<file path="config.mk">
export PLATFORM = sky130hd
export DESIGN_NAME = execute
export DESIGN_NICKNAME = d
export VERILOG_FILES = /design/src/mips_pkg.sv /design/src/execute.sv
export VERILOG_INCLUDE_DIRS = /design/src
export SDC_FILE = /design/constraint.sdc
export NUM_CORES = 1
export LEC_CHECK = 0
export BUFFER_PORTS_ARGS = -buffer_cell sky130_fd_sc_hd__buf_2
export CORE_ASPECT_RATIO = 0.8
export CORE_MARGIN = 2
export CORE_UTILIZATION = 45
export DETAILED_ROUTE_END_ITERATION = 10
export GPL_ROUTABILITY_DRIVEN = 0
export GPL_TIMING_DRIVEN = 1
export PLACE_DENSITY_LB_ADDON = 0.12
export SYNTH_ARGS = -nofsm -noshare
export SYNTH_HDL_FRONTEND = slang
export SYNTH_SLANG_ARGS = --single-unit
</file>
<file path="constraint.sdc">
create_clock -name vclk -period 13.9
set_input_delay 2.78 -clock vclk [all_inputs]
set_output_delay 2.78 -clock vclk [all_outputs]
set_load 0.005 [all_outputs]
</file>
<file path="src/mips_macros.svh">
`ifndef MIPS_MACROS_SVH
`define MIPS_MACROS_SVH

// ------------------------------
// Datapath widths
// ------------------------------
// Data and instruction word
`define MIPS_XLEN 32
// Register number, 32 registers
`define MIPS_REG_ADDR_W 5

// ------------------------------
// Memories
// ------------------------------
// Program memory, in 32-bit words
`define MIPS_IMEM_DEPTH 256
`define MIPS_IMEM_ADDR_W 8
// Data memory, in 32-bit words
`define MIPS_DMEM_DEPTH 256
`define MIPS_DMEM_ADDR_W 8

// First fetch address after reset
`define MIPS_RESET_PC 32'h0000_0000

`endif

</file>
<file path="src/mips_pkg.sv">
`include "mips_macros.svh"

package mips_pkg;

    // ------------------------------
    // Encodings
    // ------------------------------
    typedef enum logic [5:0] {
        OP_RTYPE = 6'd0,
        OP_BEQ   = 6'd4,
        OP_ADDIU = 6'd9,
        OP_LW    = 6'd35,
        OP_SW    = 6'd43
    } opcode_e;

    typedef enum logic [5:0] {
        F_ADDU = 6'd33,
        F_SUBU = 6'd35,
        F_AND  = 6'd36,
        F_OR   = 6'd37,
        F_XOR  = 6'd38,
        F_SLT  = 6'd42
    } funct_e;

    typedef enum logic [2:0] {
        ALU_ADD = 3'd0,
        ALU_SUB = 3'd1,
        ALU_AND = 3'd2,
        ALU_OR  = 3'd3,
        ALU_XOR = 3'd4,
        ALU_SLT = 3'd5
    } alu_op_e;

    // Operand source for the execute stage
    typedef enum logic [1:0] {
        FWD_NONE = 2'd0,
        FWD_MEM  = 2'd1,
        FWD_WB   = 2'd2
    } fwd_sel_e;

    // ------------------------------
    // Control groups
    // ------------------------------
    typedef struct packed {
        logic reg_write;
        logic mem_to_reg;
    } wb_ctrl_t;

    typedef struct packed {
        logic mem_read;
        logic mem_write;
        logic branch;
    } mem_ctrl_t;

    typedef struct packed {
        logic    alu_src_imm;
        alu_op_e alu_op;
    } ex_ctrl_t;

    // ------------------------------
    // Pipeline registers
    // ------------------------------
    typedef struct packed {
        logic [`MIPS_XLEN-1:0]       pc_next;
        logic [`MIPS_XLEN-1:0]       rs_data;
        logic [`MIPS_XLEN-1:0]       rt_data;
        logic [`MIPS_XLEN-1:0]       imm;
        logic [`MIPS_REG_ADDR_W-1:0] rs;
        logic [`MIPS_REG_ADDR_W-1:0] rt;
        // Destination, rt or rd already chosen
        logic [`MIPS_REG_ADDR_W-1:0] rd;
        wb_ctrl_t                    wb;
        mem_ctrl_t                   mem;
        ex_ctrl_t                    ex;
    } id_ex_t;

    typedef struct packed {
        logic [`MIPS_XLEN-1:0]       branch_target;
        logic [`MIPS_XLEN-1:0]       alu_result;
        logic                        zero;
        logic [`MIPS_XLEN-1:0]       store_data;
        logic [`MIPS_REG_ADDR_W-1:0] rd;
        wb_ctrl_t                    wb;
        mem_ctrl_t                   mem;
    } ex_mem_t;

    typedef struct packed {
        logic [`MIPS_XLEN-1:0]       load_data;
        logic [`MIPS_XLEN-1:0]       alu_result;
        logic [`MIPS_REG_ADDR_W-1:0] rd;
        wb_ctrl_t                    wb;
    } mem_wb_t;

endpackage

</file>
<file path="src/execute.sv">
`timescale 1ns/1ps
`include "mips_macros.svh"

module execute (
    input  mips_pkg::id_ex_t      i_id_ex,
    input  mips_pkg::fwd_sel_e    i_fwd_a,
    input  mips_pkg::fwd_sel_e    i_fwd_b,
    input  logic [`MIPS_XLEN-1:0] i_mem_alu_result,
    input  logic [`MIPS_XLEN-1:0] i_wb_data,
    output mips_pkg::ex_mem_t     o_ex_mem
);

    logic [`MIPS_XLEN-1:0] op_a;
    logic [`MIPS_XLEN-1:0] fwd_b_data;
    logic [`MIPS_XLEN-1:0] op_b;
    logic [`MIPS_XLEN-1:0] alu_result;
    logic                  lt_signed;

    // ------------------------------
    // Operand select
    // ------------------------------
    function automatic logic [`MIPS_XLEN-1:0] fwd_mux(
        input mips_pkg::fwd_sel_e    sel,
        input logic [`MIPS_XLEN-1:0] reg_value
    );
        logic [`MIPS_XLEN-1:0] value;
        case (sel)
            mips_pkg::FWD_MEM: value = i_mem_alu_result;
            mips_pkg::FWD_WB:  value = i_wb_data;
            default:           value = reg_value;
        endcase
        return value;
    endfunction

    always_comb begin
        op_a       = fwd_mux(i_fwd_a, i_id_ex.rs_data);
        fwd_b_data = fwd_mux(i_fwd_b, i_id_ex.rt_data);
        op_b       = i_id_ex.ex.alu_src_imm ? i_id_ex.imm : fwd_b_data;
    end

    // ------------------------------
    // ALU
    // ------------------------------
    assign lt_signed = $signed(op_a) < $signed(op_b);

    always_comb begin
        case (i_id_ex.ex.alu_op)
            mips_pkg::ALU_ADD: alu_result = op_a + op_b;
            mips_pkg::ALU_SUB: alu_result = op_a - op_b;
            mips_pkg::ALU_AND: alu_result = op_a & op_b;
            mips_pkg::ALU_OR:  alu_result = op_a | op_b;
            mips_pkg::ALU_XOR: alu_result = op_a ^ op_b;
            mips_pkg::ALU_SLT: alu_result = {{(`MIPS_XLEN-1){1'b0}}, lt_signed};
            default:           alu_result = '0;
        endcase
    end

    always_comb begin
        // Word offset from the address after the branch
        o_ex_mem.branch_target = i_id_ex.pc_next + {i_id_ex.imm[`MIPS_XLEN-3:0], 2'b00};
        o_ex_mem.alu_result    = alu_result;
        o_ex_mem.zero          = (alu_result == '0);
        o_ex_mem.store_data    = fwd_b_data;
        o_ex_mem.rd            = i_id_ex.rd;
        o_ex_mem.wb            = i_id_ex.wb;
        o_ex_mem.mem           = i_id_ex.mem;
    end

endmodule

</file>
# Word-level counts from Yosys, hierarchy flattened

Index checks and enable logic that the tools add are counted.

Flip-flop bits (word level): 0
Output and inout port bits: 107

Add/subtract/negate cells: 3
Order comparisons: 1
Equal/unequal tests: 9
Muxes and demuxes: 4
Bitwise logic cells: 3
Reductions and logical operators: 2

Operators by type and width:

| operator             | count |
|---|---|
| $pmux W32 S6         | 1 |
| $pmux W32 S2         | 2 |
| $add A32 B32 Y32     | 2 |
| $and A32 B32 Y32     | 1 |
| $logic_not A32 Y1    | 1 |
| $lt A32 B32 Y1       | 1 |
| $mux W32             | 1 |
| $or A32 B32 Y32      | 1 |
| $sub A32 B32 Y32     | 1 |
| $xor A32 B32 Y32     | 1 |
| $eq A3 B2 Y1 const B | 2 |
| $eq A3 B3 Y1 const B | 2 |
| $eq A2 B1 Y1 const B | 2 |
| $eq A2 B2 Y1 const B | 2 |
| $eq A3 B1 Y1 const B | 1 |
| $logic_not A3 Y1     | 1 |

# Depth between registers and ports, before layout

Gate-level depths: netlist of the first run.

Word-level depth: 6
Mapped depth: 21
Mapped depth without buffers: 20

# Least setup slack after synthesis of the first run

No wires, ideal clock.

Path kind: input-to-output
Start: in i_fwd_b[0]
End: out o_ex_mem[42] (netlist name)
Arrival: 7030 ps
Slack: 4090 ps
Stages on the path: 20
Path buffers: 2
Path through: inv_1 -> ha_1 -> clkbuf_1 -> buf_1 -> a21oi_1 -> o21ai_0 -> ha_1 -> inv_1 -> fa_1 -> xor2_1 -> o22ai_1 -> a32o_1 -> mux2_2 -> or2_0 -> or4_1 -> or3_1 -> nor4_2 -> nand4b_1 -> nor4_1 -> and3_1

RTL lines:

| element     | line          | RTL |
|---|---|---|
| from (decl) | execute.sv:7  | `input mips_pkg::fwd_sel_e i_fwd_b,` |
| to (decl)   | execute.sv:10 | `output mips_pkg::ex_mem_t o_ex_mem` |

==> flow_summary.ini, run 1 <==
[outcome]
status = finished, final reports clean

[detailed_routing]
drt_iter0_markers = 1222
vias = 11200
routedWlPerCell_um = 19.4
routed_via_density = 6.11
drt-total-wl_um = 35600
ant_nets = 0
drt_first_pass_iters = 7
drcViolationCount = 0

[synthesis]
synth_area_leaders = ha_1, a21oi_1, nand2_1
synth_area_sq_um = 8610
synth_warnings = 0
synth_nets = 1729
synth_common_cells = nand2_1, nor2_1, inv_1, ha_1, a21oi_1
synth_cell_types = 93
yosysMostFrequentCell = nand2_1
synth_top_area_share_pct = 19.5
yosysTopAreaCell = ha_1
ys_seq_area_share_pct = 0
syn_area_per_cell_sq_um = 6.28
syn_inst = 1372

[placement]
dp_hpwl_um = 29000
numPortBuffers = 293
dpl_cell_area_sq_um = 10100

[floorplanning]
die_h_um = 128
start_util_pct = 45.7
die_x_um = 159
coreArea_sq_um = 18900
rows = 45
die_area_sq_um = 20300
ioPinCount = 327

[timing]
tightest_slew_ns = 1.35
rsz0062_at_grt = no
fin_crit_sh_pct = 83.1
relSlewSlack_pct = 9.37
fmax_ghz = 0.0866
setup_tns_ns = 0
setup_viol = 0
slew_viol_final = 0
period_needed_ns = 11.55
hold_violations = 0

[global_routing]
grt_max_degree = 65
groute.layer.met3.usage_pct = 3.72
grt_use_met1_pct = 45.4
antenna_found_initial = 1
gr-usage-met2_pct = 52.4
grt.overflow.total = 0
top_usage_layer = met2
grt_pass1_wl_um = 53600
grt_usage_pct = 33.0
grt_pass1_vias = 9940

[critical_path]
cp_slowest_cell = ha_1
crit_buf_inv = 4
start_kind = primary input
critPathCaptureType = primary output
cp_top_family = simple AND/OR/NAND/NOR gates
cp.depth = 22
worstPathRequired_ns = 11.12
critPathArrivalTime_ns = 8.77
crit_type = primary input to primary output
critPathMaxStageDelay_ns = 0.65
cp_cell_sequence = buf_2, ha_1, buf_4, a22oi_1, nor2_1, a21oi_1, o21ai_0, ha_1, inv_1, fa_1, xor2_1, o22ai_1, a32o_1, mux2_2, or2_0, or4_1, or3_1, nor4_2, nand4b_1, nor4_1, and3_1, buf_2
cp_max_fo = 18

[hold_path]
worstHoldEndpoint = o_ex_mem[75]
hold_path_class = primary input to primary output
whs_path_depth = 0
hold_start = i_id_ex[120]

[power]
ir_worst_vdd_mv = 0.0437
leakage_nw = 4.97
power_density_nw_per_um2 = 62.9

[finish]
fin_nets = 1940
clockBufferCount = 0
drive_above_1_share_pct = 22.2
n_fill_cell = 1973
ff_latch_area_sq_um = 0
design_area_sq_um = 10100
seq_cells = 0
syn_to_final_growth_pct = 16.8
multi_input_area_sq_um = 7660

[cts]
cts_setup_buffers = 0
ctsResizeCount = 0
postCtsHoldBufs = 0

[run]
maxCapViolCount = 0
## placed cells by master (no fill, tap or decap), drive strengths merged, types with 6 or more instances in the layout
master	count
a211oi	15
a21o	19
a21oi	122
a221oi	7
a22oi	70
a31oi	11
and3	6
buf	305
ha	134
inv	136
mux2i	7
nand2	150
nand2b	18
nand3	26
nor2	137
nor2b	19
nor3	35
nor4	13
o211ai	29
o21a	8
o21ai	119
o22ai	9
o31a	8
o31ai	14
or2	12
or3	11
xnor2	34
## metal layers
| layer | wire length, um | part of all wire [%] | vias to the layer above |
|---|---|---|---|
| met2 | 15500 | 43 | 644 |
| li1 | - | - | 5337 |
| met1 | 15000 | 42 | 5160 |
| met5 | 0 | 0 | - |
| met3 | 3530 | 9.9 | 98 |
| met4 | 1640 | 4.6 | 0 |
## metrics by stage
step,util (%),hold slack (ns),power [mW],cells,setup WS [ns]
floorplan,-,5.64,0.423,1372,4.09
global placement,53.3,5.56,0.609,1839,2.59
detailed placement,53.3,5.56,0.617,1839,2.52
CTS,53.3,5.56,0.620,1839,2.51
global route,53.3,5.56,0.693,1840,2.05
finish,53.3,5.56,0.632,1840,2.35
## how the worst max path moves through the flow
stage                     startpoint      endpoint  slack, ns
after floorplan           i_fwd_b[0]  o_ex_mem[42]       4.09
after global placement    i_fwd_b[1]  o_ex_mem[42]       2.59
after detailed placement  i_fwd_b[1]  o_ex_mem[42]       2.52
after CTS                 i_fwd_b[1]  o_ex_mem[42]       2.51
after global routing      i_fwd_b[1]  o_ex_mem[42]       2.05
final                     i_fwd_b[0]  o_ex_mem[42]       2.35
## cell families (layout without fill, tap and decap cells)
group | count (synthesis) | after routing | share of synthesized area, %
compound gates | 496 | 496 | 38.3
simple gates | 456 | 456 | 24.9
buf+inv | 233 | 442 | 11.2
fa+ha+maj | 137 | 137 | 20.2
xor+xnor | 39 | 39 | 3.97
mux | 11 | 11 | 1.47
other cells | 0 | 1 | 0
## power breakdown
part	total (mW)	switching [mW]	internal (mW)	leakage [nW]
Clock	0.00000000963	0	0.00000000962	0.00000634
Sequential	0	0	0	0
Combinational	0.632	0.388	0.245	4.97
Total	0.632	0.388	0.245	4.97
## layout make-up
class	instances	share of cell area (%)
Antenna cell	1	0.0249
Inverter	137	5.11
Multi-Input combinational cell	1139	76.2
Tap cell	258	3.21
Timing Repair Buffer	305	15.5
Power figures use the tool's default switching activity.
==> run 2, diff against run 1 <==
- clock period: 13.9 -> 10.8 ns (I/O delays scaled with it)
==> flow_summary.ini, run 2 (synthesis gave the netlist of run 1 again) <==
[outcome]
status = finished, final reports clean

[finish]
n_fill_cell = 2017
design_area_sq_um = 10100
drive_above_1_share_pct = 22.5
final_util_pct = 53.5
layout.cells.most_common = buf_2
seq_cells = 0
ff_latch_area_sq_um = 0
multi_input_area_sq_um = 7660
most-common-layout-cells = buf_2, nand2_1, inv_1, nor2_1, ha_1
clockBufferCount = 0
fin_nets = 1946
fin_cells = 1846
syn_to_final_growth_pct = 17.3

[detailed_routing]
wl_met1_um = 15300
top_layer = met4
drt-total-wl_um = 36100
vias = 11200
drt_first_pass_iters = 7
dr_wl_met2_um = 16000
drcViolationCount = 0
routed_via_density = 6.09
wl_met3_um = 3520
drt_iter0_markers = 1240
routedWlPerCell_um = 19.6
ant_nets = 0

[timing]
fmax_ghz = 0.102
fin_crit_sh_pct = 90.8
rsz0062_at_grt = no
period_needed_ns = 9.80
slew_viol_final = 0
setup_tns_ns = 0
setup_viol = 0
hold_violations = 0
tightest_slew_ns = 1.02
timing.hold.ws_ns = 4.32
relSlewSlack_pct = 31.6

[power]
ir_worst_vdd_mv = 0.0384
leakage_nw = 5.00
power_density_nw_per_um2 = 81.1

[floorplanning]
start_util_pct = 45.7
rows = 45
die_x_um = 159
ioPinCount = 327
coreArea_sq_um = 18900
die_area_sq_um = 20300
die_h_um = 128

[placement]
dpl.cell_count = 1845
numPortBuffers = 293
dpl_cell_area_sq_um = 10100
dp_hpwl_um = 29600

[global_routing]
grt_pass1_wl_um = 52900
grt_max_degree = 44
grt.overflow.total = 0
grt_usage_pct = 32.8
grt_pass1_vias = 9779
antenna_found_initial = 1

[run]
maxCapViolCount = 0

[hold_path]
hold_start = i_id_ex[8]
whs_path_depth = 0
hold_path_class = primary input to primary output
worstHoldEndpoint = o_ex_mem[4]

[critical_path]
worstPathRequired_ns = 8.64
start_kind = primary input
crit_type = primary input to primary output
cp-startpoint = i_fwd_b[0]
critPathArrivalTime_ns = 7.64
critPathCaptureType = primary output
cp_max_fo = 36

[cts]
ctsResizeCount = 0
cts_setup_buffers = 0
postCtsHoldBufs = 0
run 2: cell types whose count changed in the layout (fill, tap and decap cells not counted), sizes merged:
cell  previous run  this run
buf            305       311
run 2: cell type report:
| cell class | count | area share (%) |
|---|---|---|
| Timing Repair Buffer | 311 | 15.9 |
| Antenna cell | 1 | 0.0248 |
| Tap cell | 258 | 3.20 |
| Multi-Input combinational cell | 1139 | 75.8 |
| Inverter | 137 | 5.09 |
run 2: power by group:
| part | switching [mW] | internal (mW) | leakage, nW | total, mW |
|---|---|---|---|---|
| Sequential | 0 | 0 | 0 | 0 |
| Clock | 0 | 0.0000000124 | 0.00000634 | 0.0000000124 |
| Combinational | 0.502 | 0.317 | 5.00 | 0.819 |
| Total | 0.502 | 0.317 | 5.00 | 0.819 |
run 2: worst max-delay path, stage by stage:
cell     delay [ns]
buf_2          0.09
inv_1          0.04
ha_2           0.74
buf_4          0.42
nor2_1         0.09
a21oi_1        0.31
o21ai_0        0.28
ha_1           0.54
nor2_1         0.34
nand2_1        0.09
a311o_1        0.37
a22oi_2        0.30
a21oi_1        0.21
o21ai_0        0.24
a21oi_1        0.19
or4_1          0.58
nor4_1         0.32
and3_1         0.21
buf_2          0.11
run 2: worst max-delay path by stage:
| stage | end | slack, ns |
|---|---|---|
| floorplan | o_ex_mem[42] | 2.23 |
| detailed placement | o_ex_mem[42] | 1.15 |
| CTS | o_ex_mem[42] | 1.14 |
| global placement | o_ex_mem[42] | 1.20 |
| finish | o_ex_mem[42] | 1.0 |
| global route | o_ex_mem[42] | 0.66 |
run 2: routing by layer:
layer / vias up / GRT usage, %
met5: - / 0
met4: 0 / 9.91
met3: 85 / 4.12
met2: 657 / 52.6
met1: 5143 / 45.8
li1: 5362 / -
run 2: through the flow:
stage | total power, mW | worst slack, ns
after floorplan | 0.544 | 2.23
after global placement | 0.787 | 1.20
after detailed placement | 0.796 | 1.15
after CTS | 0.800 | 1.14
after global routing | 0.893 | 0.657
final | 0.819 | 0.996
