File: src/mips_macros.svh
`ifndef MIPS_MACROS_SVH
`define MIPS_MACROS_SVH

// ------------------------------
// Datapath widths
// ------------------------------
// Data and instruction word
`define MIPS_XLEN 32
// Register number, 32 registers
`define MIPS_REG_ADDR_W 5

// ------------------------------
// Memories
// ------------------------------
// Program memory, in 32-bit words
`define MIPS_IMEM_DEPTH 256
`define MIPS_IMEM_ADDR_W 8
// Data memory, in 32-bit words
`define MIPS_DMEM_DEPTH 256
`define MIPS_DMEM_ADDR_W 8

// First fetch address after reset
`define MIPS_RESET_PC 32'h0000_0000

`endif

File: src/mips_pkg.sv
`include "mips_macros.svh"

package mips_pkg;

    // ------------------------------
    // Encodings
    // ------------------------------
    typedef enum logic [5:0] {
        OP_RTYPE = 6'd0,
        OP_BEQ   = 6'd4,
        OP_ADDIU = 6'd9,
        OP_LW    = 6'd35,
        OP_SW    = 6'd43
    } opcode_e;

    typedef enum logic [5:0] {
        F_ADDU = 6'd33,
        F_SUBU = 6'd35,
        F_AND  = 6'd36,
        F_OR   = 6'd37,
        F_XOR  = 6'd38,
        F_SLT  = 6'd42
    } funct_e;

    typedef enum logic [2:0] {
        ALU_ADD = 3'd0,
        ALU_SUB = 3'd1,
        ALU_AND = 3'd2,
        ALU_OR  = 3'd3,
        ALU_XOR = 3'd4,
        ALU_SLT = 3'd5
    } alu_op_e;

    // Operand source for the execute stage
    typedef enum logic [1:0] {
        FWD_NONE = 2'd0,
        FWD_MEM  = 2'd1,
        FWD_WB   = 2'd2
    } fwd_sel_e;

    // ------------------------------
    // Control groups
    // ------------------------------
    typedef struct packed {
        logic reg_write;
        logic mem_to_reg;
    } wb_ctrl_t;

    typedef struct packed {
        logic mem_read;
        logic mem_write;
        logic branch;
    } mem_ctrl_t;

    typedef struct packed {
        logic    alu_src_imm;
        alu_op_e alu_op;
    } ex_ctrl_t;

    // ------------------------------
    // Pipeline registers
    // ------------------------------
    typedef struct packed {
        logic [`MIPS_XLEN-1:0]       pc_next;
        logic [`MIPS_XLEN-1:0]       rs_data;
        logic [`MIPS_XLEN-1:0]       rt_data;
        logic [`MIPS_XLEN-1:0]       imm;
        logic [`MIPS_REG_ADDR_W-1:0] rs;
        logic [`MIPS_REG_ADDR_W-1:0] rt;
        // Destination, rt or rd already chosen
        logic [`MIPS_REG_ADDR_W-1:0] rd;
        wb_ctrl_t                    wb;
        mem_ctrl_t                   mem;
        ex_ctrl_t                    ex;
    } id_ex_t;

    typedef struct packed {
        logic [`MIPS_XLEN-1:0]       branch_target;
        logic [`MIPS_XLEN-1:0]       alu_result;
        logic                        zero;
        logic [`MIPS_XLEN-1:0]       store_data;
        logic [`MIPS_REG_ADDR_W-1:0] rd;
        wb_ctrl_t                    wb;
        mem_ctrl_t                   mem;
    } ex_mem_t;

    typedef struct packed {
        logic [`MIPS_XLEN-1:0]       load_data;
        logic [`MIPS_XLEN-1:0]       alu_result;
        logic [`MIPS_REG_ADDR_W-1:0] rd;
        wb_ctrl_t                    wb;
    } mem_wb_t;

endpackage

File: src/forwarding_unit.sv
`timescale 1ns/1ps
`include "mips_macros.svh"

module forwarding_unit (
    input  logic [`MIPS_REG_ADDR_W-1:0] i_rs,
    input  logic [`MIPS_REG_ADDR_W-1:0] i_rt,
    input  logic [`MIPS_REG_ADDR_W-1:0] i_mem_rd,
    input  logic                        i_mem_reg_write,
    input  logic [`MIPS_REG_ADDR_W-1:0] i_wb_rd,
    input  logic                        i_wb_reg_write,
    output mips_pkg::fwd_sel_e          o_fwd_a,
    output mips_pkg::fwd_sel_e          o_fwd_b
);

    // Youngest producer first
    // r0 is never forwarded
    function automatic mips_pkg::fwd_sel_e pick_source(
        input logic [`MIPS_REG_ADDR_W-1:0] src
    );
        mips_pkg::fwd_sel_e sel;
        if (i_mem_reg_write && i_mem_rd != '0 && i_mem_rd == src) begin
            sel = mips_pkg::FWD_MEM;
        end else if (i_wb_reg_write && i_wb_rd != '0 && i_wb_rd == src) begin
            sel = mips_pkg::FWD_WB;
        end else begin
            sel = mips_pkg::FWD_NONE;
        end
        return sel;
    endfunction

    always_comb begin
        o_fwd_a = pick_source(i_rs);
        o_fwd_b = pick_source(i_rt);
    end

endmodule

File: config.mk
export PLATFORM = sky130hd
export DESIGN_NAME = forwarding_unit
export DESIGN_NICKNAME = d
export VERILOG_FILES = /design/src/mips_pkg.sv /design/src/forwarding_unit.sv
export VERILOG_INCLUDE_DIRS = /design/src
export SDC_FILE = /design/constraint.sdc
export NUM_CORES = 1
export LEC_CHECK = 0
export ABC_CLOCK_PERIOD_IN_PS = 1200
export BUFFER_PORTS_ARGS = -buffer_cell sky130_fd_sc_hd__buf_2
export CAP_MARGIN = 0
export CORE_AREA = 2 2 39 41
export DETAILED_ROUTE_END_ITERATION = 10
export DIE_AREA = 0 0 41 43
export PLACE_DENSITY = 0.49
export SYNTH_ARGS = -nofsm -noshare
export SYNTH_HDL_FRONTEND = slang
export SYNTH_SLANG_ARGS = --single-unit
File: constraint.sdc
create_clock -name vclk -period 1.2
set_input_delay 0.06 -clock vclk [all_inputs]
set_output_delay 0.06 -clock vclk [all_outputs]
set_load 0.02 [all_outputs]
# Word level (Yosys, flattened, before mapping)
# Index checks and enable logic that the tools add are counted.
[word_totals]
regBits = 0
output_inout_bits = 4
word_cells = 16
input_bits = 22
[classes]
eq_ne = 4
n_mux = 4
n_reduce_logical = 8
[op_table]
columns = ["operator", "count"]
rows = [
  ["5-bit equality test", 4],
  ["5-bit nonzero test", 2],
  ["2-bit 2-to-1 mux", 4],
  ["1-bit logical AND", 6],
]

# Depth between registers and ports, before layout
# Gate-level depths: netlist of the first run.
[depth]
word_depth = 5
depth_mapped = 4
ltp_nobuf = 4

# Worst setup path before layout of the first run
# OpenSTA, ideal clock, no wires.
[synth_path]
kind = "input to output"
from = "in i_mem_rd[1]"
to = "out o_fwd_a[1]"
stages = 4
setup_slack_ns = -0.472
n_path_buf = 0
t_arrival_ns = 1.612
required_time_ns = 1.140
cell_sequence = "or4_1 -> o21ai_2 -> nor4_1 -> nor4_1"
[synth_via]
elab_chain_len = 4
elab_cells_between_ends = 5
cone_classes = "1 x eq/ne; 1 x mux; 3 x reduce/logical"
[synth_lines]
columns = ["item", "line", "rtl"]
rows = [
  ["start: declaration", "forwarding_unit.sv:7", "input logic [`MIPS_REG_ADDR_W-1:0] i_mem_rd,"],
  ["5-bit nonzero test", "forwarding_unit.sv:21", "if (i_mem_reg_write && i_mem_rd != '0 && i_mem_rd == src) begin"],
  ["1-bit logical AND", "forwarding_unit.sv:21", ""],
  ["1-bit logical AND (*)", "forwarding_unit.sv:21", ""],
  ["2-bit 2-to-1 mux (*)", "forwarding_unit.sv:21", ""],
  ["end: declaration", "forwarding_unit.sv:11", "output mips_pkg::fwd_sel_e o_fwd_a,"],
]
# Every way passes the cells marked *; elsewhere a longest branch is shown, timed or not.

# Worst setup path in the final report of the first run
# Ends and elaborated chain as after synthesis.

==> results of run 1 <==
[metal layers]
| metal | global-route usage, % | wire length (um) | vias to the layer above |
|---|---|---|---|
| li1 | - | - | 191 |
| met1 | 13.61 | 329 | 165 |
| met2 | 22.50 | 508 | 8 |
| met3 | 0.5236 | 26 | 0 |
| met4 | 0 | 0 | 0 |
| met5 | 0 | 0 | - |
[power breakdown]
group	total, mW	leakage (nW)	internal [mW]	switching (mW)
clock network	0	0	0	0
registers	0	0	0	0
logic	0.187	0.230	0.100	0.0865
[cells in the mapped netlist]
cell type  number  share of area, %
o21ai_2         1               3.4
nor2_1          1               1.5
xnor2_1        16                54
nand3_1         2               3.9
nand2_1         2               2.9
nand4_1         2               4.9
xor2_1          4                14
or4_1           2               5.8
nor4_1          4               9.7
[cell type report]
| cell class | instances | area (um2) | share of cell area, % |
|---|---|---|---|
| multi-input cells | 34 | 320.3 | 57.02 |
| well taps | 16 | 20.02 | 3.563 |
| repair buffers | 35 | 221.5 | 39.42 |
[per-stage QoR]
stage / instance area (um2) / instances / util, % / hold WS [ns]
2_1_floorplan: 300.3 / 34 / - / 0.2677
3_3_place_gp: 518.0 / 85 / 37.43 / 0.5200
3_5_place_dp: 518.0 / 85 / 37.43 / 0.5266
4_1_cts: 555.5 / 85 / 40.14 / 0.5358
5_1_grt: 561.8 / 85 / 40.60 / 0.5481
6_report: 561.8 / 85 / 40.60 / 0.5316
[placed cells by master, fill, tap and decap left out]
cell type / synthesis / layout
xnor2_1: 16 / 16
nand2_1: 2 / 2
xor2_1: 4 / 4
buf_2: 0 / 21
nand4_1: 2 / 2
or4_1: 2 / 1
nor4_4: 0 / 3
buf_6: 0 / 3
nand3_1: 2 / 2
o21ai_4: 0 / 1
or4_4: 0 / 1
buf_4: 0 / 11
nor4_2: 0 / 1
nor2_1: 1 / 1
[repair_timing]
action | in CTS | in global routing
setup endpoints to repair | 4 | 4
pin swaps | 0 | 0
hold endpoints to repair | 0 | 0
resized for setup | 8 | 1
hold buffers | 0 | 0
[cell families after synthesis]
family / share of synthesized area, %
AO/OA/AOI/OAI: 3.399
XOR/XNOR: 67.96
AND/OR/NAND/NOR: 28.64
[final timing paths]
path | from | to | slack, ns
max | i_mem_rd[1] | o_fwd_a[1] | -0.21
min | i_mem_reg_write | o_fwd_a[0] | 0.53
==> impl_summary.md, run 1 <==
Floorplan
The die is 41 um wide. The floorplan step defined a core boundary enclosing 1384 um2. The starting density of the core is 18.63%. The placement row count is 14. The die covers about 1800 um2.

In this run the count of I/O pins placed on the die edge is 26. The die is 43 um tall.

Logic synthesis
The average cell area after synthesis is 7.581 um2. The netlist uses 9 different library cells. The cell area that synthesis handed to floorplanning was 257.7 um2. The instance count of the mapped netlist is 34. Yosys printed 0 warnings. For this run, the register share of the synthesized area comes to 0%. The post-synth net total is 56.

STA
The total count of max-transition violations in the final report came to 0. Based on the critical path, the design can be clocked at up to 708.4 MHz. The minimum period implied by the final worst setup slack is 1.412 ns.

The total of endpoints with negative setup slack in the final report is 3. Measured against its own limit, the worst slew margin works out to 71.84%. For the pin with the worst max-slew slack, the measured transition is between 0.4 and 0.5 ns. The final critical-path share of the clock period is 117.6%. Adding up every negative setup slack in the final design gives -0.4563 ns.

The worst-case setup margin in the final layout is -0.2117 ns. Setup repair after global routing could not meet its margin everywhere. The final count of hold timing violations is 0.

Worst setup path
The highest cell delay on the worst timing path is 0.54 ns. The arrival time of data at the critical path endpoint is 1.35 ns. The number of buffers and inverters on the critical path is 2. The path length in cells of the critical path is 6. The sort of element at the start of the critical path is an input port. STA classifies the critical path endpoint as a primary output. The category of cells accounting for the largest share of critical-path delay is simple AND/OR/NAND/NOR gates. The critical path is of the input port to primary output type.

The data required time of the critical path is 1.14 ns. The signal on the critical path passes through buf_6 > or4_4 > o21ai_4 > nor4_2 > nor4_4 > buf_4. The cell type of the slowest stage on the worst timing path is or4_4. The maximum fanout encountered on the critical timing path is 2.

Place
The last weighted congestion value of the routability-driven placer is 0.7491. OpenSTA, run right after detailed placement, puts the worst setup slack at -0.2399 ns. Once detailed placement completed, the half-perimeter wirelength came to 832.8 um. The count of buffers from port buffering is 26.

Routing
The detailed-routing iteration count for the pre-antenna-repair pass is 1. The wire length per cell after detailed routing is between 10 and 15 um. The starting DRC count in detailed routing is 0. In the routed design, unresolved DRC markers number 0. The final wirelength is around 870 um. The number of nets with antenna violations after detailed routing is 0. Across all layers, the routed design uses around 360 vias. Dividing the detail-routed via count by the number of cells gives approximately 4.3.

Finish
Of the cells placed in the final design, the portion with a size suffix greater than 1 is about three fifths. Compared with the post-synthesis result, the final layout area differs by 118.0%. The net total in the final layout is 93. In the finished design the tool counted flip-flops and latches totalling 0. The number of antenna diodes in the final layout is 0. The layout has between 150 and 200 filler cells. The clock buffers instantiated in the layout total 0.

In the final layout, flip-flops and latches occupy 0 um2.

GRT
The sum of overflow across all layers after global routing is 0. The first global-routing pass estimated 1.455 mm of wire. The overall routing resource usage is between 10% and 20%. The number of antenna violations at the first check in global routing is 0.

The number of global-route vias before repair is 370. The maximum number of pins on one net before global-route repair is 4.

Power
Overall power consumption after layout is estimated at 0.1865 mW. Dividing total power by cell area gives a power density of 332.0 nW/um2. The peak supply drop is 136.5 uV. For this design the static power due to leakage is between 0.2 and 0.25 nW.

Clocking
The number of setup buffers added after CTS is 0.

Hold path
Along the worst hold path, the cell count comes to 4. In this run the worst hold path is classified as input port to primary output.

Status
The final reports fail on setup timing. The run finished, with violations left.

Run
The max-capacitance violation count is 0.
No activity file was read; power rests on OpenSTA's default activity.
==> run 2: changes to the inputs <==
--- a/config.mk
+++ b/config.mk
@@ -6,13 +6,14 @@
 export SDC_FILE = /design/constraint.sdc
 export NUM_CORES = 1
 export LEC_CHECK = 0
+export ABC_AREA = 1
 export ABC_CLOCK_PERIOD_IN_PS = 1200
 export BUFFER_PORTS_ARGS = -buffer_cell sky130_fd_sc_hd__buf_2
 export CAP_MARGIN = 0
 export CORE_AREA = 2 2 39 41
 export DETAILED_ROUTE_END_ITERATION = 10
 export DIE_AREA = 0 0 41 43
-export PLACE_DENSITY = 0.49
+export PLACE_DENSITY_LB_ADDON = 0.2
 export SYNTH_ARGS = -nofsm -noshare
 export SYNTH_HDL_FRONTEND = slang
 export SYNTH_SLANG_ARGS = --single-unit
==> run 2 against run 1 <==
Compared with the run above:
- highest routed layer unchanged
- the run now ends clean
- first-iteration DRC count increased by 9
- flip-flop and latch count unchanged
- sequential share of layout area unchanged
- setup slack improved by 0.52 ns
- non-clock buffer count decreased by 9
- synthesized cell count increased by 140%
- cell area decreased by 8.7%
- worst hold slack got worse by 0.0049 ns
- critical path depth increased by 1
==> impl_summary.md, run 2 <==
Status
The flow ran to the end, and the final reports show no timing, DRC or antenna violations.

STA
The summed negative setup slack over all endpoints is 0 ns (+0.4563 ns). The upper clock frequency limit is 1118 MHz (+58%). Setup repair after global routing left no endpoint under its margin. The total of endpoints with negative setup slack in the final report is 0 (-3). The minimum period implied by the final worst setup slack came to 0.8942 ns (-0.5175 ns). The normalized max-slew margin is 88.78% (+17 points).

The transition at the pin with the smallest max-transition slack is 0.1672 ns (-0.2518 ns). The total count of max-transition violations in the final report is 0 (unchanged). The final count of hold timing violations is 0 (unchanged). The final critical-path share of the clock period is 74.52% (-43 points).

Clocking
The post-CTS resize count is 0 (-8). The post-cts hold buffer count was 0 (unchanged). The setup fix buffers added after clock tree synthesis is 0 (unchanged).

Logic synthesis
The average cell area after synthesis came to 4.480 um2 (-41%). Yosys attributes the largest share of cell area to nand2_1 39%, xnor2_1 14%, inv_1 13%, nor2_1 13%, nand4_1 5.2%. The instance count of the mapped netlist was 81 (+140%). The dominant cell type by area after synthesis is nand2_1. The count of different cell masters after synthesis is 10 (+1). The leading cell type by number of instances after synthesis is nand2_1. The commonest cells after synthesis are 38 x nand2_1, 13 x inv_1, 13 x nor2_1. The total standard cell area after synthesis is 362.8 um2 (+41%).

The number of synthesis warnings is 0 (unchanged). The portion of synthesized cell area occupied by the leading cell type came to 39.31% (-15 points). The post-synth net total is 103 (+84%). The share of the yosys chip area belonging to registers is 0% (unchanged).

Finish
The sequential cell count is 0 (unchanged). The filler cell count in the final layout was 174 (+15%). The share of final-layout standard cells stronger than drive strength 1 is 27.10% (-32 points). The area taken by flip-flops and latches is 0 um2 (unchanged).

The net total in the final layout is 131 (+41%). The clock buffer count came to 0 (unchanged). The antenna diode instance count is 0 (unchanged). The layout-stage area growth over the synthesis result is 41.38%. The leading cell type in the layout, fill and taps excluded is nand2_1. Leaving out fill and tap cells, the most frequent cells in the layout are 38 x nand2_1, 26 x buf_2, 13 x nor2_1, 13 x inv_1, 6 x xnor2_1.

Floorplan
The width of the die is 41 um (unchanged). The placement row count is 14 (unchanged). The area enclosed by the die boundary came to 1763 um2 (unchanged). The starting density of the core is 26.22% (+7.6 points). The die span in y is 43 um (unchanged). The placeable core region was 1384 um2 (unchanged). The number of I/O pins came to 26 (unchanged).

Place
The half-perimeter wire length of the detailed placement result is 906.9 um (+8.9%). The count of buffers from port buffering came to 26 (unchanged). The last weighted congestion value of the routability-driven placer is 0.7977 (+6.5%).

Routing
The final wirelength is 969 um (+12%). The wire length per cell after detailed routing is 7.878 um (-23%). The starting DRC count in detailed routing came to 9 (+9). The number of nets with antenna violations after detailed routing came to 0 (unchanged).

The DRC violation count after routing came to 0 (unchanged). The detailed-routing iteration count for the pre-antenna-repair pass was 4 (+3). The via density per instance is 4.138 (-3.4%). The total via count in the routed design is 509 (+40%).

Worst setup path
The maximum fanout encountered on the critical timing path was 3 (+1). Traced cell by cell, the critical path runs through buf_2 > xnor2_1 > nand2_1 > nor2_1 > nand2_1 > nor2_1 > buf_2. The sort of element at the start of the critical path is an input port.

The highest cell delay on the worst timing path is 0.16 ns (-0.38 ns). The cell type of the slowest stage on the worst timing path is buf_2. The data required time of the critical path is 1.14 ns (about the same). In this design, the largest share of critical-path delay is due to simple AND/OR/NAND/NOR gates. STA classifies the critical path endpoint as a primary output. The critical path is of the input port to primary output type.

The arrival time of data at the critical path endpoint came to 0.83 ns (-0.52 ns). The number of buffer and inverter instances along the worst setup path is 2 (unchanged).

GRT
The maximum number of pins on one net before global-route repair is 5 (+1). The overall routing resource usage is 11.09% (-0.50 points). The wire length of the first global-routing pass came to 1.421 mm (-2.3%). The sum of overflow across all layers after global routing came to 0 (unchanged). The number of global-route vias before repair is 372 (+0.54%). The number of antenna violations at the first check in global routing was 0 (unchanged).

Hold path
The type of the worst min-delay path is input port to primary output.

Run
The max-capacitance violation count came to 0 (unchanged).

Power
The sum of internal, switching and leakage power is 0.1582 mW (-15%). The power per cell area is 308.4 nW/um2 (-7.1%). The peak supply drop is 113.2 uV (-17%). The leakage power summed over all cells is 0.3403 nW (+48%).
[run 2: kinds of logic after synthesis]
| group | Yosys count | synth area share (%) |
|---|---|---|
| simple gates | 59 | 66.21 |
| buf+inv | 14 | 14.48 |
| xor+xnor | 8 | 19.31 |
[run 2: cell type report]
cell class / count / area [um2] / share of cell area, %
tap: 16 / 20.02 / 3.902
inverter: 14 / 52.55 / 10.24
timing repair buffer: 26 / 130.1 / 25.37
multi-input combinational: 67 / 310.3 / 60.49
[run 2: through the flow]
step           worst slack, ns  instances  hold WS [ns]  area, um2  util [%]
6_report                0.3058        123        0.5267      513.0     37.07
5_1_grt                 0.2100        123        0.5484      513.0     37.07
4_1_cts                 0.3006        123        0.5268      513.0     37.07
3_5_place_dp            0.2991        123        0.5265      513.0     37.07
3_3_place_gp            0.3001        123        0.5279      513.0     37.07
2_1_floorplan           0.3994         81        0.2882      362.8         -
[run 2: metal layers]
metal / part of all wire (%) / up-vias / global-route usage, %
li1: - / 293 / -
met1: 46 / 199 / 15.51
met2: 46 / 17 / 19.38
met3: 8.6 / 0 / 0
met4: 0 / 0 / 0
met5: 0 / - / 0
[run 2: path summary, 6_finish.rpt]
kind / start / endpoint / slack (ns) / depth (start not counted)
setup / recovery: i_rt[2] / o_fwd_b[1] / 0.31 / 7
hold / removal: i_mem_reg_write / o_fwd_b[0] / 0.53 / 4
[run 2: report_power, final]
| part | internal [mW] | switching, mW |
|---|---|---|
| registers | 0 | 0 |
| logic | 0.0719 | 0.0862 |
| clock network | 0 | 0 |
| total | 0.0719 | 0.0862 |
==> run 3: changes to the inputs <==
--- a/config.mk
+++ b/config.mk
@@ -7,7 +7,7 @@
 export NUM_CORES = 1
 export LEC_CHECK = 0
 export ABC_AREA = 1
-export ABC_CLOCK_PERIOD_IN_PS = 1200
+export ABC_CLOCK_PERIOD_IN_PS = 800
 export BUFFER_PORTS_ARGS = -buffer_cell sky130_fd_sc_hd__buf_2
 export CAP_MARGIN = 0
 export CORE_AREA = 2 2 39 41
==> constraint.sdc (replaced) <==
create_clock -name vclk -period 0.8
set_input_delay 0.04 -clock vclk [all_inputs]
set_output_delay 0.04 -clock vclk [all_outputs]
set_load 0.02 [all_outputs]
==> run 3 against run 2 <==
Compared with the run above:
- the run now ends with setup timing left
- flip-flop and latch count unchanged
- combinational power increased by 130%
- non-clock buffer count unchanged
- first-iteration DRC count increased by 11%
- critical path depth increased by 1
==> impl_summary.md, run 3 (synthesized netlist as in run 2, its figures left out) <==
Worst setup path
The data required time of the critical path is 0.76 ns (-0.38 ns). The worst setup path is launched from an input port. The critical path goes through buf_8 > nand2_1 > nand2_1 > nor2_1 > nand3_1 > nor2_2 > nor2_1 > buf_4.

The type of the setup path with the least slack is input port to primary output. The highest cell delay on the worst timing path is 0.15 ns (about the same). On the critical path, the stage with the largest delay is an instance of buf_4. The worst setup path is captured at a primary output. The number of buffer and inverter instances along the worst setup path came to 2 (unchanged). The maximum fanout encountered on the critical timing path is 3 (unchanged). The cell family contributing the most delay on the critical path is simple AND/OR/NAND/NOR gates. The arrival time of data at the critical path endpoint is 0.80 ns (-0.03 ns).

STA
The summed negative setup slack over all endpoints is -0.09466 ns (-0.09466 ns). The normalized max-slew margin is 90.45% (+1.7 points). The total count of max-transition violations in the final report came to 0 (unchanged). The final count of hold timing violations is 0 (unchanged). The final critical-path share of the clock period is 104.9%.

The transition at the pin with the smallest max-transition slack is 0.1428 ns (-0.02434 ns). The worst-case setup margin in the final layout was -0.03887 ns (-0.3446 ns). The minimum period implied by the final worst setup slack is 0.8389 ns. The total of endpoints with negative setup slack in the final report was 3 (+3). Setup repair after global routing could not meet its margin everywhere.

The upper clock frequency limit is 1192 MHz.

Finish
The layout-stage area growth over the synthesis result is 96.55%. The share of final-layout standard cells stronger than drive strength 1 is 52.34% (+25 points). The final cell utilization of the core is 51.54% (+14 points).

The library cells used most frequently in the layout, excluding fill and tap cells, are 30 x nand2_1, 10 x inv_2, 10 x nor2_1, 8 x nand2_2, 8 x buf_6. Leaving out fill and tap cells, the most frequent cell in the layout is nand2_1. The antenna diode instance count is 0 (unchanged). The final design area excluding fillers came to 713.2 um2 (+39%). The area taken by flip-flops and latches came to 0 um2 (unchanged). The net total in the final layout was 131 (unchanged). The sequential cell count is 0 (unchanged). The clock buffer count is 0 (unchanged).

Floorplan
The number of I/O pins is 26 (unchanged). The starting density of the core is 26.22% (unchanged). The placeable core region was 1384 um2 (unchanged). The placement row count is 14 (unchanged).

The die span in y is 43 um (unchanged). The width of the die is 41 um (unchanged). The area enclosed by the die boundary is 1763 um2 (unchanged).

Place
The last weighted congestion value of the routability-driven placer is 0.7980 (about the same). The area of placed instances is 513.0 um2 (unchanged). The half-perimeter wire length of the detailed placement result is 908.5 um (+0.18%). The count of buffers from port buffering is 26 (unchanged).

Hold path
The worst hold path terminates at o_fwd_b[0]. The worst hold path begins at i_mem_reg_write. The type of the worst min-delay path is input port to primary output.

The number of stages on the worst hold path is 4 (unchanged).

Routing
The number of nets with antenna violations after detailed routing came to 0 (unchanged). The detailed-routing iteration count for the pre-antenna-repair pass came to 3 (-1). The starting DRC count in detailed routing is 10 (+1).

The DRC violation count after routing came to 0 (unchanged). The via density per instance is 4.285 (+3.5%). The total via count in the routed design came to 527 (+3.5%). The wire length per cell after detailed routing was 9.171 um (+16%).

The final wirelength was 1.128 mm (+16%).

Clocking
The setup fix buffers added after clock tree synthesis is 0 (unchanged).

GRT
The wire length of the first global-routing pass came to 1.504 mm (+5.8%). The overall routing resource usage came to 11.70% (+0.61 points). The number of antenna violations at the first check in global routing is 0 (unchanged). The maximum number of pins on one net before global-route repair is 5 (unchanged). The sum of overflow across all layers after global routing is 0 (unchanged). The number of global-route vias before repair was 408 (+9.7%).

Status
The run finished, with violations left. The checks that failed: setup timing.

Power
The peak supply drop came to 213.3 uV (+88%). The power per cell area is 501.0 nW/um2 (+62%). The leakage power summed over all cells was 0.3966 nW (+17%).

The sum of internal, switching and leakage power is 0.3573 mW (+130%).

Run
The max-capacitance violation count is 0 (unchanged).
run 3: cell counts in the layout (fill, tap and decap cells not counted):
Identical to the previous run, type by type.
run 3: report_power, final:
part | internal [mW] | switching, mW | total (mW)
clock network | 0 | 0 | 0
logic | 0.198 | 0.160 | 0.357
registers | 0 | 0 | 0
total | 0.198 | 0.160 | 0.357
run 3: how the worst max path moves through the flow:
stage	startpoint	to	slack, ns	cells after the start
floorplan	i_mem_rd[3]	o_fwd_a[1]	0.04	7
global placement	i_rt[2]	o_fwd_b[1]	-0.06	7
detailed placement	i_rs[3]	o_fwd_a[1]	-0.06	7
CTS	i_rs[2]	o_fwd_a[1]	-0.04	8
global route	i_wb_rd[4]	o_fwd_b[1]	-0.10	7
finish	i_rs[3]	o_fwd_a[1]	-0.04	8
run 3: tightest hold or removal path, delay by kind of cell:
kind                   cells  cell delay [ns]
AND/OR/NAND/NOR            2             0.13
buffers and inverters      2             0.25
run 3: timing repair:
action	4_1_cts	5_1_grt
hold buffers	0	0
endpoints found under the setup margin	4	4
pin swaps	19	18
gates resized for setup	43	18
run 3: final cells by class:
type               count  area (um2)
fillers              155       670.6
repair buffers        26       265.3
well taps             16       20.02
inverters             14       60.06
multi-input cells     67       367.9
run 3: per-layer routing:
layer  vias up  track usage (%)  wire, um
met2        17            20.63       592
met5         -                0         0
li1        294                -         -
met1       216            16.19       457
met4         0                0         0
met3         0                0        78
run 3: stage by stage:
step / setup WS [ns] / cells / hold slack (ns)
3_5_place_dp: -0.06427 / 123 / 0.4798
6_report: -0.03887 / 123 / 0.4536
3_3_place_gp: -0.05988 / 123 / 0.4879
2_1_floorplan: 0.03943 / 81 / 0.2482
5_1_grt: -0.1025 / 123 / 0.4699
4_1_cts: -0.04038 / 123 / 0.4493
